<file path="src/logic/rv_pkg.sv">
package rv_pkg;

    localparam int XLEN    = 32;
    localparam int IMEM_AW = 10;    // 1024 words
    localparam int DMEM_AW = 10;

    localparam logic [XLEN-1:0] RESET_PC = 32'h0000_0000;
    localparam logic [11:0]     HOST_CSR = 12'h51e;

    // major opcodes
    localparam logic [6:0] OP_LUI    = 7'b0110111;
    localparam logic [6:0] OP_AUIPC  = 7'b0010111;
    localparam logic [6:0] OP_JAL    = 7'b1101111;
    localparam logic [6:0] OP_JALR   = 7'b1100111;
    localparam logic [6:0] OP_BRANCH = 7'b1100011;
    localparam logic [6:0] OP_LOAD   = 7'b0000011;
    localparam logic [6:0] OP_STORE  = 7'b0100011;
    localparam logic [6:0] OP_IMM    = 7'b0010011;
    localparam logic [6:0] OP_REG    = 7'b0110011;
    localparam logic [6:0] OP_SYSTEM = 7'b1110011;

    typedef enum logic [3:0] {
        ALU_ADD, ALU_SUB, ALU_SLL, ALU_SLT, ALU_SLTU, ALU_XOR,
        ALU_SRL, ALU_SRA, ALU_OR, ALU_AND, ALU_PASSB
    } alu_op_e;

    typedef enum logic [1:0] {WB_ALU, WB_LOAD, WB_PC4} wb_sel_e;

    typedef struct packed {
        logic [6:0] funct7;
        logic [4:0] rs2, rs1;
        logic [2:0] funct3;
        logic [4:0] rd;
        logic [6:0] opcode;
    } r_fmt_t;

    typedef struct packed {
        logic [11:0] imm;
        logic [4:0]  rs1;
        logic [2:0]  funct3;
        logic [4:0]  rd;
        logic [6:0]  opcode;
    } i_fmt_t;

    typedef struct packed {
        logic [6:0] imm_hi;
        logic [4:0] rs2, rs1;
        logic [2:0] funct3;
        logic [4:0] imm_lo;
        logic [6:0] opcode;
    } s_fmt_t;

    typedef struct packed {
        logic       imm12;
        logic [5:0] imm10_5;
        logic [4:0] rs2, rs1;
        logic [2:0] funct3;
        logic [3:0] imm4_1;
        logic       imm11;
        logic [6:0] opcode;
    } b_fmt_t;

    typedef struct packed {
        logic [19:0] imm;
        logic [4:0]  rd;
        logic [6:0]  opcode;
    } u_fmt_t;

    typedef struct packed {
        logic       imm20;
        logic [9:0] imm10_1;
        logic       imm11;
        logic [7:0] imm19_12;
        logic [4:0] rd;
        logic [6:0] opcode;
    } j_fmt_t;

    // one instruction word, seen raw or per format
    typedef union packed {
        logic [31:0] raw;
        r_fmt_t      r;
        i_fmt_t      i;
        s_fmt_t      s;
        b_fmt_t      b;
        u_fmt_t      u;
        j_fmt_t      j;
    } instr_u;

    typedef struct packed {
        alu_op_e     alu_op;
        logic        src_a_pc;      // operand a is the pc
        logic        src_b_imm;     // operand b is the immediate
        logic        is_branch;
        logic        is_jal;
        logic        is_jalr;
        logic        mem_rd;
        logic        mem_wr;
        logic        csr_wr;        // host register write
        logic        csr_imm;
        wb_sel_e     wb_sel;
        logic        rd_we;
        logic [2:0]  funct3;
        logic [4:0]  rs1;
        logic [4:0]  rs2;
        logic [4:0]  rd;
        logic [31:0] imm;
    } ctrl_t;

    typedef struct packed {
        logic        valid;
        logic        rd_we;
        logic [4:0]  rd;
        wb_sel_e     wb_sel;
        logic [2:0]  funct3;        // load size and sign
        logic [1:0]  byte_off;
        logic [31:0] alu_res;
        logic [31:0] pc4;
    } wb_pkt_t;

endpackage

</file>
<file path="src/logic/fetch_stage.sv">
`timescale 1ns/1ns

module fetch_stage (
    input  logic        clk,
    input  logic        rst_i,
    input  logic        redirect_i,
    input  logic [31:0] target_i,
    output logic [31:0] pc_next_o,
    output logic [31:0] pc_o,
    output logic        id_valid_o
);
    import rv_pkg::*;

    logic [31:0] resume_pc;     // restart point after reset or a taken jump

    // a bubble cycle fetches from the held target
    assign pc_next_o = id_valid_o ? pc_o + 32'd4 : resume_pc;

    always_ff @(posedge clk) begin
        if (rst_i) begin
            pc_o       <= RESET_PC;
            resume_pc  <= RESET_PC;
            id_valid_o <= 1'b0;
        end else begin
            pc_o       <= pc_next_o;
            id_valid_o <= !redirect_i;  // squash the wrong-path word
            if (redirect_i) begin
                resume_pc <= target_i;
            end
        end
    end

endmodule

</file>
<file path="config.mk">
export PLATFORM = sky130hd
export DESIGN_NAME = fetch_stage
export DESIGN_NICKNAME = d
export VERILOG_FILES = /design/src/logic/rv_pkg.sv /design/src/logic/fetch_stage.sv
export SDC_FILE = /design/constraint.sdc
export NUM_CORES = 1
export LEC_CHECK = 0
export BUFFER_PORTS_ARGS = -buffer_cell sky130_fd_sc_hd__buf_2
export CORE_MARGIN = 2
export CORE_UTILIZATION = 40
export CTS_CLUSTER_SIZE = 16
export DETAILED_ROUTE_END_ITERATION = 10
export HOLD_SLACK_MARGIN = 0.06
export PLACE_DENSITY_LB_ADDON = 0.25
export REMOVE_ABC_BUFFERS = 1
export SLEW_MARGIN = 20
export SYNTH_ARGS = -nofsm -noshare
export SYNTH_HDL_FRONTEND = slang
export SYNTH_SLANG_ARGS = --single-unit
</file>
<file path="constraint.sdc">
create_clock -name clk -period 2.9 [get_ports clk]
set_input_delay 0.58 -clock clk [delete_from_list [all_inputs] [get_ports clk]]
set_output_delay 0.58 -clock clk [all_outputs]
set_load 0.02 [all_outputs]
</file>
==> results.sh <==
export IMPL_drc=0
export IMPL_antenna_found_initial=0
export IMPL_fillCellCount=701
export IMPL_syn_area_um2=3080
export IMPL_vias=2927
export IMPL_slowest_stage="or4_4"
export IMPL_cp_required_ns=2.32
export IMPL_hold_end="resume_pc[9]$_SDFFE_PP0P_"
export IMPL_hold_start="target_i[9]"
export IMPL_synth_warning_count=0
export IMPL_yosysUniqueCellTypes=38
export IMPL_htreeDepth=3
export IMPL_synthCells=352
export IMPL_ys_ff_latch=65
export IMPL_drtAntennaViolNets=0
export IMPL_critical_path_class="flip-flop to primary output"
export IMPL_hpwlAfterDp_um=5570
export IMPL_maxCapViolations=0
export IMPL_cts_root_buf="clkbuf_8"
export IMPL_hold_path_class="input port to flip-flop"
export IMPL_min_path_cells=3
export IMPL_rr_worst_depth=4
export IMPL_grt_pass1_wl_um=12500
export IMPL_grt_pass1_vias=2674
export IMPL_worstReg2RegStart="pc_o[14]$_SDFF_PP0_"
export IMPL_end_kind="primary output"
export IMPL_cp_top_family="simple AND/OR/NAND/NOR gates"
export IMPL_die_x_um=91.7
export IMPL_io_buffer_count=99
export IMPL_most_common_layout_cells="buf_2, nor2_1, dfxtp_1, mux2i_1, a21oi_1"
export IMPL_first_pass_iters=4
export IMPL_clock_skew_ns=0.00699
export IMPL_drive_gt1_frac=0.330
export IMPL_ys_top_cells_by_area="dfxtp_1, mux2i_1, nor2_1, a21oi_1, a211oi_1"
export IMPL_wl_per_cell_um=13.9
export IMPL_nets=482
export IMPL_layoutNonFillerInstCount=550
export IMPL_clk_path_buf_depth=2
export IMPL_insertion_delay_ns=0.33
export IMPL_max_freq_ghz=0.359
export IMPL_fin_util=0.537
export IMPL_drt_total_wl_um=7660
export IMPL_grt_overflow=0
export IMPL_die_y_um=91.7
export IMPL_synth_top_cell_area_share=0.423
export IMPL_slew_headroom=0.588
export IMPL_avgSynthCellArea_um2=8.74
export IMPL_yosys_area_top_type="dfxtp_1"
export IMPL_max_stage_delay_ns=0.59
export IMPL_drt_iter0_drc=122
export IMPL_vias_per_cell=5.32
export IMPL_rsz0062_at_grt="no"
export IMPL_fin_area_um2=3940
export IMPL_startpoint_type="flip-flop"
export IMPL_coreArea_um2=7330
export IMPL_grt_max_degree=59
export IMPL_cp_cell_sequence="nand4_1 -> or4_4 -> nor4_1 -> nor3_2 -> buf_4"
export IMPL_critPathMaxFanout=5
export IMPL_vdd_ir_drop_max_uv=394
export IMPL_hold_ws_ns=0.486
export IMPL_grt_usage=0.183
export IMPL_hold_viol=0
export IMPL_setup_violations=0
export IMPL_worstMarginPinSlew_ns=0.618
export IMPL_clock_sinks=65
export IMPL_status="finished clean"
export IMPL_power_leakage_nw=1.74
export IMPL_timing_final_max_slew_violations=0
export IMPL_layout_commonest_cell="buf_2"
export IMPL_p_per_area_nw_per_um2=546
export IMPL_area_growth_pct=28.0
export IMPL_die_area_um2=8410
export IMPL_clk_pin_slew_worst_paths_ns=0.07
export IMPL_rows=31
export IMPL_period_needed_ns=2.79
export IMPL_num_io_pins=100
export IMPL_period_share=0.962
export IMPL_r2r_slack_ns=1.06
export IMPL_crit_arrival_ns=2.21
export IMPL_placed_cells=531
export IMPL_placed_cell_area_um2=3660
export IMPL_start_util=0.420
export IMPL_antennaDiodeCount=0
export IMPL_critPathBufInv=1
export IMPL_synth_seq_area_share=0.423
export IMPL_cts_tree="yes"
export IMPL_gp_congestion=0.811
export IMPL_finalPower_mw=2.15
export IMPL_r2r_end="pc_o[27]$_SDFF_PP0_"
export IMPL_cts_inserted_buffers=9
state kept, by name, indices dropped and copies added (netlist names):
signal,cells
pc_o,32
resume_pc,32
id_valid_o,1
cell usage after synthesis, drive strengths merged:
cell and number:
a211oi 12, a21oi 20, a221o 1, a311oi 4
a31oi 11, and2 3, and3 2, and4 8
buf 9, clkbuf 16, clkinv 1, dfxtp 65
ha 1, inv 4, mux2 4, mux2i 32
nand2 17, nand2b 1, nand3 17, nand4 13
nand4b 1, nor2 55, nor2b 8, nor3 3
nor4 7, o211a 1, o211ai 2, o21ba 1
o311a 2, o311ai 1, o31ai 4, o41a 1
or2 2, or4 9, xnor2 4, xor2 10
final cells by class:
class	count	area, um2	share of cell area
inverters	5	18.8	0.00477
well taps	99	124	0.0315
clock inverters	4	50.0	0.0127
clock buffers	12	165	0.0420
multi-input cells	257	1680	0.428
flip-flops and latches	65	1320	0.334
repair buffers	108	581	0.147
worst max-delay path by stage:
stage,end,depth (start not counted),slack [ns],from
after global placement,pc_next_o[27],5,0.34,pc_o[8]$_SDFF_PP0_
after global routing,pc_next_o[31],5,0.001,pc_o[22]$_SDFF_PP0_
final,pc_next_o[27],5,0.11,pc_o[14]$_SDFF_PP0_
after detailed placement,pc_next_o[27],5,0.33,pc_o[10]$_SDFF_PP0_
after floorplan,pc_next_o[22],3,-0.76,id_valid_o$_SDFF_PP0_
after CTS,pc_next_o[23],5,0.0007,pc_o[8]$_SDFF_PP0_
kinds of logic after synthesis:
| group | after synthesis | synth area share |
|---|---|---|
| AOI/OAI and AO/OA | 60 | 0.133 |
| xor gates and xnor gates | 14 | 0.0399 |
| adders and majority gates | 1 | 0.00407 |
| buffers and inverters | 30 | 0.0378 |
| DFF | 65 | 0.423 |
| muxes | 36 | 0.119 |
| and+or+nand+nor | 146 | 0.243 |
per-layer routing:
layer / wire length [um] / up-vias / global-route usage
met4: 12 / 0 / 0.0391
met1: 3480 / 1357 / 0.244
li1: - / 1480 / -
met5: 0 / - / 0
met2: 3540 / 88 / 0.284
met3: 625 / 2 / 0.0666
report_power, final:
group	total (mW)	switching, mW	internal, mW
Sequential	0.996	0.0487	0.947
Clock	0.807	0.340	0.466
Combinational	0.347	0.213	0.135
worst register-to-register path: cells and delay by family (launching register included):
kind | cells | cell delay [ns]
AOI/OAI and AO/OA | 1 | 0.39
DFF | 1 | 0.39
and+or+nand+nor | 3 | 0.98
metrics by stage:
stage	setup TNS, ns	worst slack [ns]
after floorplan	-4.70	-0.755
after global routing	0	0.00112
after detailed placement	0	0.327
final	0	0.112
after CTS	0	0.000725
after global placement	0	0.343
what timing repair did:
item                                    CTS  global route
gates resized for setup                   1            17
hold buffers                              0             0
endpoints found under the setup margin    3             8
setup buffers                             1             2
Power figures use the tool's default switching activity.
