[src/logic/reg_file.sv]
`timescale 1ns/1ns

module reg_file (
    input  logic        clk,
    input  logic [4:0]  ra1_i,
    input  logic [4:0]  ra2_i,
    input  logic        we_i,
    input  logic [4:0]  wa_i,
    input  logic [31:0] wd_i,
    output logic [31:0] rd1_o,
    output logic [31:0] rd2_o
);

    logic [31:0] regs [32];

    always_ff @(posedge clk) begin
        if (we_i) begin
            regs[wa_i] <= wd_i;
        end
    end

    // x0 reads zero whatever was written
    assign rd1_o = (ra1_i == 5'd0) ? 32'h0 : regs[ra1_i];
    assign rd2_o = (ra2_i == 5'd0) ? 32'h0 : regs[ra2_i];

endmodule

[config.mk]
export PLATFORM = sky130hd
export DESIGN_NAME = reg_file
export DESIGN_NICKNAME = d
export VERILOG_FILES = /design/src/logic/reg_file.sv
export SDC_FILE = /design/constraint.sdc
export NUM_CORES = 1
export LEC_CHECK = 0
export BUFFER_PORTS_ARGS = -buffer_cell sky130_fd_sc_hd__buf_2
export CAP_MARGIN = 25
export CORE_MARGIN = 2
export CORE_UTILIZATION = 60
export CTS_BUF_LIST = sky130_fd_sc_hd__clkbuf_2
export CTS_CLUSTER_DIAMETER = 150
export DETAILED_ROUTE_END_ITERATION = 6
export GPL_ROUTABILITY_DRIVEN = 0
export PLACE_DENSITY = 0.73
export SLEW_MARGIN = 20
export SYNTH_ARGS = -nofsm -noshare
export SYNTH_HDL_FRONTEND = slang
export SYNTH_SLANG_ARGS = --single-unit
export TNS_END_PERCENT = 1
[constraint.sdc]
create_clock -name clk -period 6 [get_ports clk]
set_input_delay 0.3 -clock clk [delete_from_list [all_inputs] [get_ports clk]]
set_output_delay 0.3 -clock clk [all_outputs]
set_load 0.05 [all_outputs]
==> results of run 1 <==
[synth_stat cells (all sizes together) (4+ instances only)]
| cell type | n | area (sq um) |
|---|---|---|
| edfxtp | 1024 | 30700 |
| mux4 | 425 | 9570 |
| mux2i | 183 | 1830 |
| clkbuf | 104 | 390 |
| buf | 97 | 602 |
| nand2 | 65 | 244 |
| a22o | 62 | 543 |
| o22ai | 55 | 344 |
| a211oi | 47 | 353 |
| a21oi | 46 | 230 |
| nor2 | 35 | 131 |
| nor3 | 33 | 170 |
| a2111oi | 31 | 272 |
| o221ai | 31 | 272 |
| inv | 25 | 93.8 |
| mux2 | 24 | 270 |
| a211o | 23 | 201 |
| a221oi | 23 | 201 |
| and2 | 13 | 81.3 |
| a32o | 9 | 90.1 |
| nor4 | 9 | 56.3 |
| nor2b | 8 | 50.1 |
| nand3b | 7 | 52.6 |
| or3b | 5 | 43.8 |
| nand3 | 4 | 20.0 |
[final cells by class]
| cell class | count | area [sq um] |
|---|---|---|
| clock buffer | 377 | 1890 |
| tap | 1040 | 1300 |
| clock inverter | 59 | 417 |
| sequential | 1024 | 30700 |
| inverter | 25 | 96.3 |
| antenna | 9 | 22.5 |
| multi-input combinational | 1150 | 15400 |
| fill | 5087 | 25000 |
| timing repair buffer | 306 | 2540 |
[power groups by stage]
stage / clock, mW / sequential, mW / combinational [mW]
2_1_floorplan: 0 / 8.14 / 0.982
3_3_place_gp: 0 / 8.14 / 1.51
3_5_place_dp: 0 / 8.15 / 1.53
4_1_cts: 4.81 / 7.99 / 1.58
5_1_grt: 5.19 / 8.00 / 1.68
6_report: 4.78 / 7.99 / 1.63
[what timing repair did]
item,4_1_cts,5_1_grt
resized for setup,0,0
hold buffers,80,0
endpoints found under the hold margin,1705,0
[how the worst max path moves through the flow]
stage	end	depth (start not counted)
3_5_place_dp	rd2_o[4]	7
2_1_floorplan	rd1_o[10]	8
4_1_cts	rd2_o[17]	5
3_3_place_gp	rd2_o[4]	7
6_report	rd2_o[4]	7
5_1_grt	rd2_o[4]	5
[metal layers]
| layer | share of wire, % | global-route usage (%) | up-vias |
|---|---|---|---|
| met5 | 0.033 | 0 | - |
| li1 | - | - | 11400 |
| met3 | 16 | 13.6 | 499 |
| met2 | 46 | 56.7 | 2781 |
| met4 | 4.8 | 17.0 | 8 |
| met1 | 33 | 50.2 | 15100 |
[cell families (layout without fill, tap and decap cells)]
logic type / count (synthesis) / count (layout) / synth area share (%)
AO/OA/AOI/OAI: 331 / 331 / 5.41
buffers and inverters: 226 / 767 / 2.31
flip-flops: 1024 / 1024 / 65.5
multiplexers: 632 / 632 / 24.9
other: 0 / 9 / 0
AND/OR/NAND/NOR: 187 / 187 / 1.94
[metrics by stage]
stage	instances	area, sq um	setup WS (ns)	hold slack (ns)
after floorplan	2400	47000	2.71	0.399
after global placement	3436	48900	2.01	0.777
after detailed placement	3445	49100	2.03	0.795
after CTS	3961	52200	1.93	0.0339
after global routing	3986	52400	1.86	-0.00610
final	3990	52400	1.75	0.0304
[tightest hold or removal path: cells and delay by family]
family   cells  cell delay [ns]
buf+inv      3             0.97
==> summary.txt, run 1 <==
status: finished, final reports clean
setup TNS: 0 ns
most frequent cells in the layout: edfxtp_1 (1024), mux4_2 (425), clkbuf_2 (378), mux2i_1 (183), buf_2 (113)
Clock Path Buffers: 4
CP max stage delay: 1.04 ns
Unique masters post-synth: 40
Final HPWL DP: 85900 um
CP arrival: 3.95 ns
sequential power share: 55.5%
Largest register FFs: 1024
First-pass DRT Iterations: 6
biggest regs: regs (1024)
Biggest register: regs
critical-path cell list: buf_4 > or3b_2 > buf_4 > o22ai_1 > a2111oi_0 > nor3_1 > buf_2
worst setup path start: ra2_i[1]
input/output buffers: 112
Vias: 29700
highest clock rate: 235 MHz
row count: 102
clock root buffer: clkbuf_2
fraction of layout cells with a size suffix above 1: 37.6%
Initial Utilization: 60.6%
Final Hold Violating Endpoints: 0
grt ovf: 0
Leak: 17.6 nW
Mapped Area: 47000 sq um
slowest CP cell: nor3_1
Setup Crit Path Kind: in2out
WHS Endpoint: regs[0][6]
area of the core: 77500 sq um
die height: 284 um
post-synthesis sequential area ratio: 65.5%
VDD IR max: 0.161 mV
Worst-path clk slew: 0.10 ns
pin count of the biggest net entering global routing: 89
first-pass GRT wire length: 212000 um
number of remaining DRC errors: 0
Net count, final: 2833
Slew headroom: 17.1%
critical path's most frequent cell: buf_4
Hold Path Depth: 3
slew at the pin with the worst max-slew slack: 1.23 ns
CP bufs+invs: 3
vias in the first global route: 29800
DRT iter0 DRCs: 5001
Net Sw Power: 3.90 mW
post-route ant nets: 0
routed vias/inst: 7.46
post-CTS setup buffers: 0
GRT Total Usage: 37.8%
Worst Path Max Fanout: 40
hold crit path type: in2reg
Clk pwr share: 33.2%
Post-Synthesis Cells: 2400
switching share of total power: 27.1%
Final Max Slew Viols: 0
Cell Int Power: 10.5 mW
DRT Wirelength: 150000 um
CP required: 5.70 ns
power per cell area: 275 nW/um^2
die width: 284 um
CTS buffer count: 277
synth warn: 0
htree depth: 5
share of synthesized registers carrying an async set or reset: 0%
ys flop type: edfxtp_1
Num Clock Sinks: 1024
Post-synth EDFFs: 1024
max-cap violations: 0
syn_nets: 2449
final period utilization: 70.8%
CP startpoint kind: primary input
I/O pin cnt: 113
Pwr Total: 14.4 mW
routed len/inst: 37.7 um
Comb power frac: 11.3%
unrepaired setup endpoints after global routing: false
Worst Hold Launch: wd_i[6]
post-layout util: 67.7%
number of antenna violations at the first check in global routing: 12
Worst Setup End Kind: primary output
min Tclk post-route: 4.25 ns
flops & latches, synth: 1024
Layout area overhead: 11.6%
final setup vio count: 0
most common cell after layout, fill and taps aside: edfxtp_1
syn_area_per_cell: 19.6 sq um
delay-heaviest family, CP: simple AND/OR/NAND/NOR gates
CTS tree: yes
die area: 80500 sq um
Note: power is estimated with default switching activity, not from simulation.
==> run 2, diff against run 1 <==
==> constraint.sdc (replaced) <==
create_clock -name clk -period 4.2 [get_ports clk]
set_input_delay 0.21 -clock clk [delete_from_list [all_inputs] [get_ports clk]]
set_output_delay 0.21 -clock clk [all_outputs]
set_load 0.05 [all_outputs]
==> run 2 against run 1 <==
Die area unchanged. First-iteration DRC count is 6.2% lower. Wire length decreased by 3.2%. Hold slack gained 0.0013 ns. Cell count grew 1.2%. Clock-buffer cell count down 1. Global-route usage fell by 1.3 points. Sequential share of layout area decreased by 0.39 points. Largest power group unchanged.
==> summary.txt, run 2 (synthesis gave the netlist of run 1 again) <==
Largest register FFs: 1024 (unchanged)
hold crit path type: in2reg
final period utilization: 92.4%
die height: 284 um (unchanged)
I/O pin cnt: 113 (unchanged)
die width: 284 um (unchanged)
Layout area overhead: 12.4%
Vias: 29900 (+0.36%)
CP bufs+invs: 1 (-2)
First-pass DRT Iterations: 5 (-1)
delay-heaviest family, CP: simple AND/OR/NAND/NOR gates
CP startpoint kind: register
fraction of layout cells with a size suffix above 1: 38.3% (+0.65 points)
routed vias/inst: 7.40 (-0.81%)
vias in the first global route: 30100 (+0.70%)
GRT Total Usage: 36.4% (-1.3 points)
max-cap violations: 0 (unchanged)
most common cell after layout, fill and taps aside: edfxtp_1
Final Max Slew Viols: 0 (unchanged)
setup TNS: 0 ns (unchanged)
clock root buffer: clkbuf_2
CTS buffer count: 278 (+0.36%)
CP arrival: 3.67 ns (-0.28 ns)
slew at the pin with the worst max-slew slack: 1.17 ns (-0.0677 ns)
htree depth: 5 (unchanged)
row count: 102 (unchanged)
number of antenna violations at the first check in global routing: 13 (+1)
area of the core: 77500 sq um (unchanged)
pin count of the biggest net entering global routing: 93 (+4.5%)
biggest regs: regs (1024)
first-pass GRT wire length: 207000 um (-2.5%)
Initial Utilization: 60.6% (unchanged)
CP required: 3.99 ns (-1.71 ns)
final cell count without fillers: 4037 (+1.2%)
Slew headroom: 21.6% (+4.5 points)
unrepaired setup endpoints after global routing: false
Pwr Total: 20.3 mW (+41%)
final setup vio count: 0 (unchanged)
Final HPWL DP: 85400 um (-0.58%)
Worst Path Max Fanout: 2 (-95%)
CP max stage delay: 0.95 ns (-0.09 ns)
VDD IR max: 0.235 mV (+46%)
number of remaining DRC errors: 0 (unchanged)
Worst Setup End Kind: primary output
Final Hold Violating Endpoints: 0 (unchanged)
most frequent cells in the layout: edfxtp_1 (1024), mux4_2 (425), clkbuf_2 (376), mux2i_1 (183), buf_2 (116)
input/output buffers: 112 (unchanged)
status: finished, final reports clean
DRT iter0 DRCs: 4690 (-6.2%)
hold_ws: 0.0316 ns (+0.00127 ns)
highest clock rate: 258 MHz
Worst-path clk slew: 0.10 ns (about the same)
Clock Path Buffers: 4 (unchanged)
Setup Crit Path Kind: reg2out
post-route ant nets: 0 (unchanged)
power per cell area: 385 nW/um^2 (+40%)
Biggest register: regs
DRT Wirelength: 146000 um (-3.2%)
Leak: 17.8 nW (+1.1%)
slowest CP cell: nor3_1
CTS tree: yes
placed cell area: 49600 sq um (+1.0%)
Num Clock Sinks: 1024 (unchanged)
Net count, final: 2869 (+1.3%)
die area: 80500 sq um (unchanged)
grt ovf: 0 (unchanged)
Design Area, Final: 52800 sq um (+0.67%)
Placed Cells incl. Taps: 3484 (+1.1%)
routed len/inst: 36.1 um (-4.4%)
critical-path cell list: mux4_2 > a22o_1 > a2111oi_0 > nor3_1 > buf_2
post-CTS setup buffers: 0 (unchanged)
min Tclk post-route: 3.88 ns
==> run 2: cell types whose count changed in the layout (fill, tap and decap cells not counted), sizes merged <==
cell and change:
bufinv -5, clkinv +17, dlygate4sd3 -3, inv +3, clkbuf -4, buf +41, diode -2
==> run 2: stage by stage <==
stage | utilization [%] | setup slack (ns)
after floorplan | - | 1.09
after global placement | 64.0 | 0.881
after detailed placement | 64.0 | 0.867
after CTS | 67.9 | 0.252
after global routing | 68.1 | 0.151
final | 68.1 | 0.319
==> run 2: area by class of cell <==
| class | instances | area, sq um |
|---|---|---|
| Antenna cell | 7 | 17.5 |
| Timing Repair Buffer | 341 | 2960 |
| Clock inverter | 74 | 345 |
| Sequential cell | 1024 | 30700 |
| Clock buffer | 376 | 1880 |
| Multi-Input combinational cell | 1150 | 15400 |
| Fill cell | 5088 | 24700 |
| Tap cell | 1040 | 1300 |
| Inverter | 25 | 96.3 |
==> run 2: power by group <==
| group | internal, mW | switching, mW | total, mW |
|---|---|---|---|
| clock network | 2.52 | 4.03 | 6.55 |
| logic | 0.865 | 1.50 | 2.37 |
| registers | 11.4 | 0.0544 | 11.4 |
| total | 14.7 | 5.59 | 20.3 |
==> run 2: metal layers <==
layer  up-vias  track usage [%]  wire (um)
met3       368             13.5      23800
li1      11400                -          -
met2      2796             53.5      66900
met4        12             15.0       5400
met5         -                0         87
met1     15200             50.0      49400
==> run 2: worst paths after layout <==
| check | startpoint | end | cells past startpoint |
|---|---|---|---|
| max | regs[10][3] | rd2_o[3] | 5 |
| min | wd_i[0] | regs[27][0] | 3 |
==> run 2: what timing repair did <==
action | in CTS | in global routing
gates resized for setup | 0 | 0
hold buffers | 76 | 6
endpoints found under the hold margin | 2021 | 121
