$ cat config.mk
export PLATFORM = sky130hd
export DESIGN_NAME = decode_unit
export DESIGN_NICKNAME = d
export VERILOG_FILES = /design/src/logic/rv_pkg.sv /design/src/logic/decode_unit.sv
export SDC_FILE = /design/constraint.sdc
export NUM_CORES = 1
export LEC_CHECK = 0
export ABC_CLOCK_PERIOD_IN_PS = 1550
export BUFFER_PORTS_ARGS = -buffer_cell sky130_fd_sc_hd__buf_4
export CORE_MARGIN = 8
export CORE_UTILIZATION = 32
export DETAILED_ROUTE_END_ITERATION = 6
export GPL_TIMING_DRIVEN = 1
export PLACE_DENSITY = 0.87
export SYNTH_ARGS = -nofsm -noshare
export SYNTH_HDL_FRONTEND = slang
export SYNTH_SLANG_ARGS = --single-unit
$ cat constraint.sdc
create_clock -name vclk -period 1.55
set_clock_uncertainty 0.15 [all_clocks]
set_input_delay 0.155 -clock vclk [all_inputs]
set_output_delay 0.155 -clock vclk [all_outputs]
set_load 0.05 [all_outputs]
$ cat src/logic/rv_pkg.sv
package rv_pkg;

    localparam int XLEN    = 32;
    localparam int IMEM_AW = 10;    // 1024 words
    localparam int DMEM_AW = 10;

    localparam logic [XLEN-1:0] RESET_PC = 32'h0000_0000;
    localparam logic [11:0]     HOST_CSR = 12'h51e;

    // major opcodes
    localparam logic [6:0] OP_LUI    = 7'b0110111;
    localparam logic [6:0] OP_AUIPC  = 7'b0010111;
    localparam logic [6:0] OP_JAL    = 7'b1101111;
    localparam logic [6:0] OP_JALR   = 7'b1100111;
    localparam logic [6:0] OP_BRANCH = 7'b1100011;
    localparam logic [6:0] OP_LOAD   = 7'b0000011;
    localparam logic [6:0] OP_STORE  = 7'b0100011;
    localparam logic [6:0] OP_IMM    = 7'b0010011;
    localparam logic [6:0] OP_REG    = 7'b0110011;
    localparam logic [6:0] OP_SYSTEM = 7'b1110011;

    typedef enum logic [3:0] {
        ALU_ADD, ALU_SUB, ALU_SLL, ALU_SLT, ALU_SLTU, ALU_XOR,
        ALU_SRL, ALU_SRA, ALU_OR, ALU_AND, ALU_PASSB
    } alu_op_e;

    typedef enum logic [1:0] {WB_ALU, WB_LOAD, WB_PC4} wb_sel_e;

    typedef struct packed {
        logic [6:0] funct7;
        logic [4:0] rs2, rs1;
        logic [2:0] funct3;
        logic [4:0] rd;
        logic [6:0] opcode;
    } r_fmt_t;

    typedef struct packed {
        logic [11:0] imm;
        logic [4:0]  rs1;
        logic [2:0]  funct3;
        logic [4:0]  rd;
        logic [6:0]  opcode;
    } i_fmt_t;

    typedef struct packed {
        logic [6:0] imm_hi;
        logic [4:0] rs2, rs1;
        logic [2:0] funct3;
        logic [4:0] imm_lo;
        logic [6:0] opcode;
    } s_fmt_t;

    typedef struct packed {
        logic       imm12;
        logic [5:0] imm10_5;
        logic [4:0] rs2, rs1;
        logic [2:0] funct3;
        logic [3:0] imm4_1;
        logic       imm11;
        logic [6:0] opcode;
    } b_fmt_t;

    typedef struct packed {
        logic [19:0] imm;
        logic [4:0]  rd;
        logic [6:0]  opcode;
    } u_fmt_t;

    typedef struct packed {
        logic       imm20;
        logic [9:0] imm10_1;
        logic       imm11;
        logic [7:0] imm19_12;
        logic [4:0] rd;
        logic [6:0] opcode;
    } j_fmt_t;

    // one instruction word, seen raw or per format
    typedef union packed {
        logic [31:0] raw;
        r_fmt_t      r;
        i_fmt_t      i;
        s_fmt_t      s;
        b_fmt_t      b;
        u_fmt_t      u;
        j_fmt_t      j;
    } instr_u;

    typedef struct packed {
        alu_op_e     alu_op;
        logic        src_a_pc;      // operand a is the pc
        logic        src_b_imm;     // operand b is the immediate
        logic        is_branch;
        logic        is_jal;
        logic        is_jalr;
        logic        mem_rd;
        logic        mem_wr;
        logic        csr_wr;        // host register write
        logic        csr_imm;
        wb_sel_e     wb_sel;
        logic        rd_we;
        logic [2:0]  funct3;
        logic [4:0]  rs1;
        logic [4:0]  rs2;
        logic [4:0]  rd;
        logic [31:0] imm;
    } ctrl_t;

    typedef struct packed {
        logic        valid;
        logic        rd_we;
        logic [4:0]  rd;
        wb_sel_e     wb_sel;
        logic [2:0]  funct3;        // load size and sign
        logic [1:0]  byte_off;
        logic [31:0] alu_res;
        logic [31:0] pc4;
    } wb_pkt_t;

endpackage

$ cat src/logic/decode_unit.sv
`timescale 1ns/1ns

module decode_unit (
    input  rv_pkg::instr_u instr_i,
    output rv_pkg::ctrl_t  ctrl_o
);
    import rv_pkg::*;

    logic [31:0] imm_i, imm_s, imm_b, imm_u, imm_j;

    // arithmetic op from funct3 and instruction bit 30
    function automatic alu_op_e alu_dec(input logic [2:0] f3, input logic alt,
                                        input logic sub_ok);
        alu_op_e op;
        case (f3)
            3'b000:  op = (alt && sub_ok) ? ALU_SUB : ALU_ADD;
            3'b001:  op = ALU_SLL;
            3'b010:  op = ALU_SLT;
            3'b011:  op = ALU_SLTU;
            3'b100:  op = ALU_XOR;
            3'b101:  op = alt ? ALU_SRA : ALU_SRL;
            3'b110:  op = ALU_OR;
            default: op = ALU_AND;
        endcase
        return op;
    endfunction

    assign imm_i = {{20{instr_i.i.imm[11]}}, instr_i.i.imm};
    assign imm_s = {{20{instr_i.s.imm_hi[6]}}, instr_i.s.imm_hi, instr_i.s.imm_lo};
    assign imm_b = {{20{instr_i.b.imm12}}, instr_i.b.imm11, instr_i.b.imm10_5,
                    instr_i.b.imm4_1, 1'b0};
    assign imm_u = {instr_i.u.imm, 12'h000};
    assign imm_j = {{12{instr_i.j.imm20}}, instr_i.j.imm19_12, instr_i.j.imm11,
                    instr_i.j.imm10_1, 1'b0};

    always_comb begin
        ctrl_o        = '0;
        ctrl_o.alu_op = ALU_ADD;
        ctrl_o.wb_sel = WB_ALU;
        ctrl_o.funct3 = instr_i.r.funct3;
        ctrl_o.rs1    = instr_i.r.rs1;
        ctrl_o.rs2    = instr_i.r.rs2;
        ctrl_o.rd     = instr_i.r.rd;
        case (instr_i.r.opcode)
            OP_LUI: begin
                ctrl_o.alu_op    = ALU_PASSB;
                ctrl_o.src_b_imm = 1'b1;
                ctrl_o.rd_we     = 1'b1;
                ctrl_o.imm       = imm_u;
            end
            OP_AUIPC: begin
                ctrl_o.src_a_pc  = 1'b1;
                ctrl_o.src_b_imm = 1'b1;
                ctrl_o.rd_we     = 1'b1;
                ctrl_o.imm       = imm_u;
            end
            OP_JAL: begin
                ctrl_o.is_jal = 1'b1;
                ctrl_o.wb_sel = WB_PC4;   // link
                ctrl_o.rd_we  = 1'b1;
                ctrl_o.imm    = imm_j;
            end
            OP_JALR: begin
                ctrl_o.is_jalr = 1'b1;
                ctrl_o.wb_sel  = WB_PC4;
                ctrl_o.rd_we   = 1'b1;
                ctrl_o.imm     = imm_i;
            end
            OP_BRANCH: begin
                ctrl_o.is_branch = 1'b1;
                ctrl_o.imm       = imm_b;
            end
            OP_LOAD: begin
                ctrl_o.mem_rd    = 1'b1;  // address from the adder
                ctrl_o.src_b_imm = 1'b1;
                ctrl_o.rd_we     = 1'b1;
                ctrl_o.imm       = imm_i;
            end
            OP_STORE: begin
                ctrl_o.mem_wr    = 1'b1;
                ctrl_o.src_b_imm = 1'b1;
                ctrl_o.imm       = imm_s;
            end
            OP_IMM: begin
                ctrl_o.alu_op    = alu_dec(instr_i.i.funct3, instr_i.r.funct7[5], 1'b0);
                ctrl_o.src_b_imm = 1'b1;
                ctrl_o.rd_we     = 1'b1;
                ctrl_o.imm       = imm_i;
            end
            OP_REG: begin
                ctrl_o.alu_op = alu_dec(instr_i.r.funct3, instr_i.r.funct7[5], 1'b1);
                ctrl_o.rd_we  = 1'b1;
            end
            OP_SYSTEM: begin
                // only csrrw and csrrwi on the host register
                if (instr_i.i.imm == HOST_CSR && instr_i.i.funct3[1:0] == 2'b01) begin
                    ctrl_o.csr_wr  = 1'b1;
                    ctrl_o.csr_imm = instr_i.i.funct3[2];
                    ctrl_o.rd_we   = 1'b1;
                    ctrl_o.imm     = {27'h0, instr_i.i.rs1};  // zimm
                end
            end
            default: ctrl_o.rd_we = 1'b0;
        endcase
    end

endmodule

==> results of run 1 <==
==> cell families after synthesis <==
kind of cell | count (synthesis)
other cells | 1
buf+inv | 24
simple gates | 46
compound gates | 44
==> metrics by stage <==
stage / utilization [%] / setup WS, ns / setup TNS [ns]
after detailed placement: 79.2 / -0.358 / -10.38
after global placement: 79.2 / -0.312 / -8.93
after floorplan: - / -0.583 / -8.33
==> synthesized netlist by cell type, drive strengths merged, types with 3 or more instances <==
cell type	n
a21o	21
a221o	4
and2	8
buf	21
nand2	5
nand3	3
nor2	8
o21ai	6
==> flow_summary_export.csv, run 1 <==
group,metric,value,unit
die,initial_core_util,33.6,%
synth,synth_top_family_by_area,"compound AO/OA/AOI/OAI gates",
synth,synth_top_area_share,17.3,%
synth,yosysTopAreaCell,"a21o_1",
synth,yosys.area_share.simple,38.9,%
synth,synthMuxAreaShare,0,%
outcome,outcome,"did not finish",
clock_tree,post_cts_resized,142,
place,io_buffers,97,
die,chipHeight,66.8,µm
place,dp.cells,263,
clock_tree,post_cts_buffers,11,
clock_tree,cts_hold_buffers,0,
die,die-width,66.8,µm
place,gp_congestion,0.862,
synth,ys_seq_area_share,0,%
synth,synth_area_per_cell,7.18,µm²
die,num_rows,18,
place,placed_area,0.00194,mm²
die,boundaryPins,98,
place,dp_hpwl,4140,µm
outcome,lastStage,"clock tree synthesis",
synth,synth_cell_types,43,
synth,synth-warning-count,0,
synth,synth_area,826,µm²
synth,synthXorXnorAreaFrac,0,%
synth,synthCells,115,
synth,synthAdderAreaFrac,0,%
synth,synth_fp_nets,147,
synth,synth_compound_area_share,40.0,%
synth,synthTopCellsByArea,"a21o_1, buf_4, and2_1, a221o_1, o21ai_0",
outcome,tool.error,"[ERROR DPL-0038] Utilization greater than 100%, impossible to legalize",
==> run 2, diff against run 1 <==
==> config.mk (replaced) <==
export PLATFORM = sky130hd
export DESIGN_NAME = decode_unit
export DESIGN_NICKNAME = d
export VERILOG_FILES = /design/src/logic/rv_pkg.sv /design/src/logic/decode_unit.sv
export SDC_FILE = /design/constraint.sdc
export NUM_CORES = 1
export LEC_CHECK = 0
export ABC_CLOCK_PERIOD_IN_PS = 2000
export BUFFER_PORTS_ARGS = -buffer_cell sky130_fd_sc_hd__buf_4
export CORE_AREA = 8 8 69 71
export DETAILED_ROUTE_END_ITERATION = 6
export DIE_AREA = 0 0 77 79
export GPL_TIMING_DRIVEN = 1
export PLACE_DENSITY_LB_ADDON = 0.15
export SYNTH_ARGS = -nofsm -noshare
export SYNTH_HDL_FRONTEND = slang
export SYNTH_SLANG_ARGS = --single-unit
==> constraint.sdc (replaced) <==
create_clock -name vclk -period 2
set_clock_uncertainty 0.15 [all_clocks]
set_input_delay 0.2 -clock vclk [all_inputs]
set_output_delay 0.2 -clock vclk [all_outputs]
set_load 0.05 [all_outputs]
==> flow_summary_export.csv, run 2 <==
group,metric,value,unit
die,num_rows,23,
power,power,0.339,mW
worst_setup_path,crit_fanout,7,
final_layout,fin_nets,240,
drt,first_pass_iters,4,
synth,synth_fp_nets,147,
place,placed_area,0.00164,mm²
power,pwr_density_cell,201,mW/mm²
worst_setup_path,critPathArrivalTime,1.60,ns
drt,drt-initial-drc-count,52,
grt,overflow,0,
synth,synth_cell_types,43,
die,initial_core_util,21.7,%
sta,rsz0062_at_grt,"false",
power,vdd_drop_max,55.4,µV
sta,maxSlewViolCount,0,
drt,ant_nets,0,
synth,synthCells,115,
final_layout,design_area,0.00169,mm²
final_layout,antenna_cells,0,
clock_tree,cts_hold_buffers,0,
run,maxCapViolCount,0,
die,fp.dieArea,0.00608,mm²
synth,synth_common_cells,"a21o_1, buf_4, and2_1, nor2_1, o21ai_0",
sta,period_share,97.7,%
drt,viasPerCell,4.81,
final_layout,fillers,408,
worst_setup_path,path_class,"input port to primary output",
worst_setup_path,cp.required,1.65,ns
drt,vias,1231,
sta,timing.final.crit_period,1.95,ns
final_layout,drive_gt1_share,70.4,%
sta,setup_viol,0,
final_layout,regArea,0,µm²
final_layout,final_cell_mix,"buf_4, a21o_1, a21o_2",
drt,drc_errors,0,
min_path,hold_path_class,"input port to primary output",
sta,hold_slack,0.524,ns
min_path,holdCritStartpoint,"instr_i[8]",
final_layout,multi_input_area,727,µm²
final_layout,syn_to_final_growth,105,%
synth,synth_area_per_cell,7.18,µm²
sta,max_freq,0.512,GHz
synth,synth_top_area_share,17.3,%
grt,grt_pass1_vias,1295,
die,die-width,77,µm
grt,antenna_found_initial,0,
die,core_area,0.00380,mm²
die,chipHeight,79,µm
synth,synthTopCellsByArea,"a21o_1, buf_4, and2_1, a221o_1, o21ai_0",
sta,finalHoldViolCount,0,
grt,grt_max_degree,13,
min_path,hold_depth,2,
die,boundaryPins,98,
grt,grt_pass1_wl,6500,µm
place,io_buffers,97,
clock_tree,post_cts_resized,0,
place,dp_hpwl,3620,µm
worst_setup_path,crit_start,"instr_i[3]",
sta,fin_setup_tns,0,ns
final_layout,mostFrequentLayoutCell,"buf_4",
power,p_leak,0.990,nW
worst_setup_path,cp-end-kind,"primary output",
clock_tree,post_cts_buffers,0,
drt,routed_wl,4230,µm
grt,grt_use_total,12.3,%
final_layout,fin_util,44.5,%
drt,post_drt_wl_per_cell,16.5,µm
synth,ys_seq_area_share,0,%
final_layout,clock_buffers,0,
final_layout,nFlopsAndLatches,0,
worst_setup_path,worstSetupStartpointType,"input port",
synth,synth_area,826,µm²
outcome,outcome,"finished clean",
synth,synth-warning-count,0,
place,gp_congestion,0.825,
synth,yosysTopAreaCell,"a21o_1",
==> run 2: cell counts after synthesis <==
Identical to the previous run, type by type.
==> run 2: logic make-up after synthesis <==
family          after synthesis  share of synthesized area (%)
simple gates                 46                           38.9
compound gates               44                           40.0
buf+inv                      24                           20.6
other cells                   1                          0.454
==> run 2: routing by layer <==
layer  up-vias  global-route usage, %  part of all wire (%)
li1        597                      -                     -
met1       587                   14.5                    41
met2        47                   23.7                    53
met3         0                   2.14                   5.8
met4         0                  0.189                     0
met5         -                      0                     0
==> run 2: worst paths after layout <==
check                        end
worst min-delay path  ctrl_o[33]
worst max-delay path  ctrl_o[50]
==> run 2: worst max-delay path: stages <==
cell,delay [ns]
buf_4,0.11
and4bb_2,0.28
nand3_1,0.15
nor4_4,0.05
or4_2,0.62
buf_6,0.18
==> run 2: cell type report <==
type,instances,share of cell area [%]
inverters,1,0.222
well taps,50,3.70
repair buffers,114,53.0
multi-input cells,91,43.0
==> run 2: where the power goes <==
part / internal, mW / switching (mW)
Clock: 0 / 0
Sequential: 0 / 0
Combinational: 0.126 / 0.213
==> run 2: metrics by stage <==
stage,cells,setup slack (ns)
global route,256,0.00760
finish,256,0.0455
detailed placement,255,0.0317
floorplan,115,-0.275
global placement,255,0.0322
CTS,255,0.0293
Power figures use the tool's default switching activity.
