`src/logic/rv_pkg.sv`:
```
package rv_pkg;

    localparam int XLEN    = 32;
    localparam int IMEM_AW = 10;    // 1024 words
    localparam int DMEM_AW = 10;

    localparam logic [XLEN-1:0] RESET_PC = 32'h0000_0000;
    localparam logic [11:0]     HOST_CSR = 12'h51e;

    // major opcodes
    localparam logic [6:0] OP_LUI    = 7'b0110111;
    localparam logic [6:0] OP_AUIPC  = 7'b0010111;
    localparam logic [6:0] OP_JAL    = 7'b1101111;
    localparam logic [6:0] OP_JALR   = 7'b1100111;
    localparam logic [6:0] OP_BRANCH = 7'b1100011;
    localparam logic [6:0] OP_LOAD   = 7'b0000011;
    localparam logic [6:0] OP_STORE  = 7'b0100011;
    localparam logic [6:0] OP_IMM    = 7'b0010011;
    localparam logic [6:0] OP_REG    = 7'b0110011;
    localparam logic [6:0] OP_SYSTEM = 7'b1110011;

    typedef enum logic [3:0] {
        ALU_ADD, ALU_SUB, ALU_SLL, ALU_SLT, ALU_SLTU, ALU_XOR,
        ALU_SRL, ALU_SRA, ALU_OR, ALU_AND, ALU_PASSB
    } alu_op_e;

    typedef enum logic [1:0] {WB_ALU, WB_LOAD, WB_PC4} wb_sel_e;

    typedef struct packed {
        logic [6:0] funct7;
        logic [4:0] rs2, rs1;
        logic [2:0] funct3;
        logic [4:0] rd;
        logic [6:0] opcode;
    } r_fmt_t;

    typedef struct packed {
        logic [11:0] imm;
        logic [4:0]  rs1;
        logic [2:0]  funct3;
        logic [4:0]  rd;
        logic [6:0]  opcode;
    } i_fmt_t;

    typedef struct packed {
        logic [6:0] imm_hi;
        logic [4:0] rs2, rs1;
        logic [2:0] funct3;
        logic [4:0] imm_lo;
        logic [6:0] opcode;
    } s_fmt_t;

    typedef struct packed {
        logic       imm12;
        logic [5:0] imm10_5;
        logic [4:0] rs2, rs1;
        logic [2:0] funct3;
        logic [3:0] imm4_1;
        logic       imm11;
        logic [6:0] opcode;
    } b_fmt_t;

    typedef struct packed {
        logic [19:0] imm;
        logic [4:0]  rd;
        logic [6:0]  opcode;
    } u_fmt_t;

    typedef struct packed {
        logic       imm20;
        logic [9:0] imm10_1;
        logic       imm11;
        logic [7:0] imm19_12;
        logic [4:0] rd;
        logic [6:0] opcode;
    } j_fmt_t;

    // one instruction word, seen raw or per format
    typedef union packed {
        logic [31:0] raw;
        r_fmt_t      r;
        i_fmt_t      i;
        s_fmt_t      s;
        b_fmt_t      b;
        u_fmt_t      u;
        j_fmt_t      j;
    } instr_u;

    typedef struct packed {
        alu_op_e     alu_op;
        logic        src_a_pc;      // operand a is the pc
        logic        src_b_imm;     // operand b is the immediate
        logic        is_branch;
        logic        is_jal;
        logic        is_jalr;
        logic        mem_rd;
        logic        mem_wr;
        logic        csr_wr;        // host register write
        logic        csr_imm;
        wb_sel_e     wb_sel;
        logic        rd_we;
        logic [2:0]  funct3;
        logic [4:0]  rs1;
        logic [4:0]  rs2;
        logic [4:0]  rd;
        logic [31:0] imm;
    } ctrl_t;

    typedef struct packed {
        logic        valid;
        logic        rd_we;
        logic [4:0]  rd;
        wb_sel_e     wb_sel;
        logic [2:0]  funct3;        // load size and sign
        logic [1:0]  byte_off;
        logic [31:0] alu_res;
        logic [31:0] pc4;
    } wb_pkt_t;

endpackage

```
`src/logic/wb_stage.sv`:
```
`timescale 1ns/1ns

module wb_stage (
    input  rv_pkg::wb_pkt_t wb_i,
    input  logic [31:0]     dmem_rdata_i,
    output logic            rf_we_o,
    output logic [4:0]      rf_wa_o,
    output logic [31:0]     rf_wd_o
);
    import rv_pkg::*;

    logic [31:0] lane;
    logic [31:0] load_val;

    // addressed byte or halfword moved down to bit 0
    assign lane = dmem_rdata_i >> {wb_i.byte_off, 3'b000};

    always_comb begin
        case (wb_i.funct3)
            3'b000:  load_val = {{24{lane[7]}}, lane[7:0]};     // lb
            3'b001:  load_val = {{16{lane[15]}}, lane[15:0]};   // lh
            3'b100:  load_val = {24'h0, lane[7:0]};
            3'b101:  load_val = {16'h0, lane[15:0]};
            default: load_val = dmem_rdata_i;
        endcase
    end

    always_comb begin
        case (wb_i.wb_sel)
            WB_LOAD: rf_wd_o = load_val;
            WB_PC4:  rf_wd_o = wb_i.pc4;
            default: rf_wd_o = wb_i.alu_res;
        endcase
    end

    assign rf_we_o = wb_i.valid && wb_i.rd_we;
    assign rf_wa_o = wb_i.rd;

endmodule

```
`config.mk`:
```
export PLATFORM = sky130hd
export DESIGN_NAME = wb_stage
export DESIGN_NICKNAME = d
export VERILOG_FILES = /design/src/logic/rv_pkg.sv /design/src/logic/wb_stage.sv
export SDC_FILE = /design/constraint.sdc
export NUM_CORES = 1
export LEC_CHECK = 0
export BUFFER_PORTS_ARGS = -buffer_cell sky130_fd_sc_hd__buf_4
export CAP_MARGIN = 30
export CORE_UTILIZATION = 37
export DETAILED_ROUTE_END_ITERATION = 6
export GPL_TIMING_DRIVEN = 0
export PLACE_DENSITY = 0.88
export RECOVER_POWER = 100
export SLEW_MARGIN = 15
export SYNTH_ARGS = -nofsm -noshare
export SYNTH_HDL_FRONTEND = slang
export SYNTH_SLANG_ARGS = --single-unit
```
`constraint.sdc`:
```
create_clock -name vclk -period 2.05
set_input_delay 0.205 -clock vclk [all_inputs]
set_output_delay 0.205 -clock vclk [all_outputs]
set_load 0.03 [all_outputs]
```
==> out/qor.csv, run 1 <==
stage;metric;value;unit
logic_synthesis;Yosys cell types;32;
placement;post-placement setup slack;-0.332;ns
logic_synthesis;Avg Cell Area, Syn;7.20;µm²
setup_path;CP endpoint kind;output port;
floorplanning;io pins;148;
final_layout;# clk buffers;0;
setup_path;critical path arrival;1.74;ns
pwr;Pwr Density;329;nW/µm²
routing;DR WL/cell;16.9;µm
sta;Max Slew Vio Count;0;
sta;Final Hold Vio Count;0;
final_layout;commonest non-fill, non-tap cell in the layout;buf_4;
logic_synthesis;sequential cell area fraction in the yosys report;0;
logic_synthesis;YS warnings;0;
floorplanning;Cell Rows;21;
sta;unrepaired setup endpoints after global routing;no;
global_route;total gr overflow;0;
routing;total wire length;6340;µm
pwr;Leak Pwr;1.21;nW
logic_synthesis;top cells by area, synth;o221ai_2 (11%), a32oi_1 (10%), o221ai_1 (9.0%);
routing;DRC Markers;0;
sta;PnR worst setup slack;0.102;ns
setup_path;CP Launch Type;input port;
logic_synthesis;Cell Area, Synth;1360;µm²
floorplanning;DIE AREA;3920;µm²
final_layout;sequential cell count;0;
logic_synthesis;largest area contributor in the synthesized netlist;o221ai_2;
sta;Final setup viols;0;
floorplanning;die width;62.6;µm
sta;Total Neg Setup Slack;0;ns
min_path;worst hold-check path type;in2out;
clock_tree;post-CTS setup buffers;0;
sta;Max Clk Rate;513;MHz
setup_path;CP required;1.85;ns
routing;Vias/cell;5.97;
routing;first drt pass iteration count;5;
sta;Tmin final;1.95;ns
global_route;first-pass GRT wire length;10200;µm
placement;input/output buffers;140;
logic_synthesis;post-synth top area share;0.110;
sta;period utilization;0.950;
floorplanning;Initial Util;0.398;
run;Max-Cap Viols;0;
final_layout;commonest cells after routing, fill and taps aside;buf_4 (124), nand2_1 (31), a32oi_1 (16);
global_route;number of global-route vias before repair;2206;
logic_synthesis;Post-Syn Instances;189;
logic_synthesis;syn nets;301;
clock_tree;cts hold-fix bufs;0;
final_layout;Final Net Count;443;
floorplanning;Core ar.;3420;µm²
sta;normalized max-slew margin;0.653;
final_layout;ANT cells;0;
setup_path;CP max FO;10;
routing;Final ANT Viol Nets;0;
run_status;outcome;finished, final reports clean;
pwr;VDD IR-drop max;0.196;mV
final_layout;fraction of layout cells with a size suffix above 1;0.505;
global_route;largest net degree at the start of global routing;11;
setup_path;critical path type;in2out;
final_layout;register area;0;µm²
sta;worst-margin pin slew;0.519;ns
global_route;GR Util All Layers;0.315;
placement;dpl hpwl;5150;µm
placement;GP Congestion;0.875;
routing;via count;2238;
floorplanning;die height;62.6;µm
final_layout;area grow syn2layout;78.4;%
routing;Starting DRT DRC Count;139;
global_route;initial antenna violation count;0;
pwr;Final Power;0.799;mW
cell families after synthesis:
family | synth area share
AO/OA/AOI/OAI | 0.603
AND/OR/NAND/NOR | 0.157
buffers and inverters | 0.141
multiplexers | 0.0810
adder cells (fa/ha/maj) | 0.0184
path summary, 6_finish.rpt:
path                  startpoint    endpoint  slack [ns]  cells past startpoint
worst min-delay path    wb_i[75]  rf_wa_o[4]        0.71                      2
worst max-delay path    wb_i[69]  rf_wd_o[9]        0.10                      8
per-stage QoR:
step           std cells  cell area, µm²  hold WS [ns]   util
6_report             375            2430         0.712  0.710
5_1_grt              375            2430         0.721  0.710
4_1_cts              375            2480         0.627  0.727
3_5_place_dp         375            2480         0.627  0.725
3_3_place_gp         375            2480         0.626  0.725
2_1_floorplan        189            1370         0.542      -
cell usage after synthesis, drive strengths merged (3+ instances only):
cell and number:
nand2 32, o221ai 24, buf 18, a32oi 16, mux2i 11, clkbuf 10
inv 10, o21ai 10, a22oi 9, a21oi 8, a222oi 7, a2bb2oi 7
o211a 7, nor2 3
critical path, cell delays in order:
cell	delay (ns)
buf_4	0.11
inv_1	0.05
ha_1	0.27
clkbuf_2	0.29
a21oi_1	0.12
o211a_1	0.14
a222oi_1	0.29
clkbuf_2	0.27
what timing repair did:
item | CTS | global route
endpoints found under the setup margin | 32 | 25
hold endpoints to repair | 0 | 0
resized for setup | 4 | 9
power by group:
group / switching, mW / leakage [nW] / total [mW] / internal, mW
registers: 0 / 0 / 0 / 0
logic: 0.454 / 1.21 / 0.799 / 0.345
clock network: 0 / 0 / 0 / 0
total: 0.454 / 1.21 / 0.799 / 0.345
cell type report:
cell class | count | area, µm²
inverters | 10 | 37.5
repair buffers | 140 | 985
multi-input cells | 151 | 1170
plain buffers | 28 | 175
well taps | 46 | 57.6
fillers | 327 | 990
routing by layer:
| layer | track usage | part of all wire | up-vias |
|---|---|---|---|
| li1 | - | - | 1049 |
| met1 | 0.372 | 0.38 | 1038 |
| met2 | 0.575 | 0.50 | 145 |
| met3 | 0.0766 | 0.11 | 6 |
| met4 | 0.0523 | 0.0090 | 0 |
| met5 | 0 | 0 | - |
(Power assumes the default switching activity.)
==> run 2, diff against run 1 <==
--- a/config.mk
+++ b/config.mk
@@ -7,6 +7,7 @@
 export LEC_CHECK = 0
 export BUFFER_PORTS_ARGS = -buffer_cell sky130_fd_sc_hd__buf_4
 export CAP_MARGIN = 30
+export CORE_ASPECT_RATIO = 2
 export CORE_UTILIZATION = 37
 export DETAILED_ROUTE_END_ITERATION = 6
 export GPL_TIMING_DRIVEN = 0
==> run 2 against run 1 <==
  * Setup slack got worse by 0.032 ns
  * Via count rose by 1.4%
  * Utilization grew 0.71 points
  * Wire length rose by 0.71%
  * Cell area up 2.1%
  * Total power increased by 3.5%
  * Critical endpoint is now rf_wd_o[28]
==> out/qor.csv, run 2 (synthesized netlist as in run 1, its figures left out) <==
stage;metric;value;unit;change
setup_path;CP Launch Type;input port;;
pwr;Flop pwr share;0;;unchanged
sta;Max Clk Rate;505;MHz;-1.6%
placement;input/output buffers;140;;unchanged
final_layout;area grow syn2layout;82.2;%;
sta;Final setup viols;0;;unchanged
routing;via count;2269;;+1.4%
sta;Max Slew Vio Count;0;;unchanged
global_route;largest net degree at the start of global routing;11;;unchanged
final_layout;fraction of layout cells with a size suffix above 1;0.511;;+0.00608
floorplanning;DIE AREA;3940;µm²;+0.37%
routing;Final ANT Viol Nets;0;;unchanged
pwr;Clock Power Share;0;;unchanged
final_layout;# clk buffers;0;;unchanged
floorplanning;io pins;148;;unchanged
global_route;first-pass GRT wire length;9810;µm;-3.8%
sta;PnR worst setup slack;0.0693;ns;-0.0325 ns
sta;Final Hold Vio Count;0;;unchanged
final_layout;Post-Route Utilization;0.717;;+0.00714
sta;period utilization;0.966;;+0.0158
floorplanning;die width;44.9;µm;-28%
setup_path;CP endpoint kind;output port;;
routing;first drt pass iteration count;5;;unchanged
final_layout;layout filler cell count;337;;+3.1%
routing;Starting DRT DRC Count;101;;-27%
floorplanning;Core ar.;3450;µm²;+1.1%
routing;DR WL/cell;16.9;µm;+0.18%
min_path;worst hold-check path type;in2out;;
run_status;outcome;finished, final reports clean;;
floorplanning;Initial Util;0.394;;-0.00433
setup_path;most frequent CP cell;buf_4;;
placement;dpl hpwl;5440;µm;+5.6%
sta;worst-margin pin slew;0.535;ns;+0.0159 ns
clock_tree;cts hold-fix bufs;0;;unchanged
final_layout;sequential cell count;0;;unchanged
global_route;initial antenna violation count;0;;unchanged
floorplanning;die height;87.7;µm;+40%
final_layout;register area;0;µm²;unchanged
global_route;GR Util All Layers;0.317;;+0.00206
sta;Total Neg Setup Slack;0;ns;unchanged
setup_path;crit path cell chain;buf_4 -> inv_1 -> ha_1 -> clkbuf_2 -> buf_2 -> clkbuf_4 -> nand2_1 -> o221ai_2 -> buf_4;;
placement;GP Congestion;0.832;;-4.8%
global_route;number of global-route vias before repair;2278;;+3.3%
routing;total wire length;6390;µm;+0.71%
pwr;Sw Ratio;0.552;;-0.0164
routing;DRC Markers;0;;unchanged
setup_path;Slowest-stage cell, CP;ha_1;;
final_layout;ANT cells;0;;unchanged
pwr;Final Power;0.827;mW;+3.5%
setup_path;CP peak stage delay;0.31;ns;+0.02 ns
floorplanning;Cell Rows;30;;+43%
run;Max-Cap Viols;0;;unchanged
pwr;switching power;0.456;mW;+0.50%
pwr;Gate power share;1.000;;about the same
setup_path;cell family with most CP delay;buffers and inverters;;
sta;Tmin final;1.98;ns;+0.0325 ns
sta;normalized max-slew margin;0.642;;-0.0106
setup_path;critical path type;in2out;;
pwr;Pwr Density;334;nW/µm²;+1.3%
placement;post-placement setup slack;-0.261;ns;+0.0712 ns
final_layout;commonest cells after routing, fill and taps aside;buf_4 (142), nand2_1 (31), a32oi_1 (16);;
setup_path;critical path arrival;1.78;ns;+0.04 ns
global_route;total gr overflow;0;;unchanged
final_layout;multi-input logic area;1170;µm²;+0.21%
pwr;VDD IR-drop max;0.203;mV;+3.5%
setup_path;Worst Path Buf+Inv;6;;+2
setup_path;CP required;1.85;ns;about the same
setup_path;CP max FO;10;;unchanged
final_layout;commonest non-fill, non-tap cell in the layout;buf_4;;
pwr;P_int;0.371;mW;+7.4%
routing;Vias/cell;6.02;;+0.85%
final_layout;Final Net Count;443;;unchanged
pwr;Leak Pwr;1.22;nW;+1.1%
run 2: power groups by stage:
stage | combinational, mW | clock, mW | sequential [mW]
after floorplan | 0.463 | 0 | 0
after global placement | 0.810 | 0 | 0
after detailed placement | 0.821 | 0 | 0
after CTS | 0.825 | 0 | 0
after global routing | 0.877 | 0 | 0
final | 0.827 | 0 | 0
run 2: layout make-up:
cell class | count | area share
inverter | 10 | 0.0152
multi-input combinational | 151 | 0.474
tap | 48 | 0.0242
buffer | 28 | 0.0717
timing repair buffer | 140 | 0.415
run 2: worst paths after layout:
kind                  from     endpoint  slack (ns)  cells after the start
setup / recovery  wb_i[69]  rf_wd_o[28]        0.07                      9
hold / removal    wb_i[72]   rf_wa_o[1]        0.71                      2
run 2: through the flow:
step	hold slack, ns	cell area (µm²)	std cells
finish	0.712	2480	377
global route	0.717	2480	377
CTS	0.628	2480	377
detailed placement	0.627	2480	377
global placement	0.626	2480	377
floorplan	0.542	1370	189
run 2: routing by layer:
| layer | GRT usage | vias to the layer above | wire length (µm) |
|---|---|---|---|
| li1 | - | 1050 | - |
| met1 | 0.304 | 1035 | 2010 |
| met2 | 0.643 | 158 | 3650 |
| met3 | 0.0392 | 26 | 507 |
| met4 | 0.107 | 0 | 224 |
| met5 | 0 | - | 0 |
run 2: repair_timing:
action | 4_1_cts | 5_1_grt
endpoints found under the setup margin | 29 | 21
gates resized for setup | 4 | 11
buffers inserted | 0 | 0
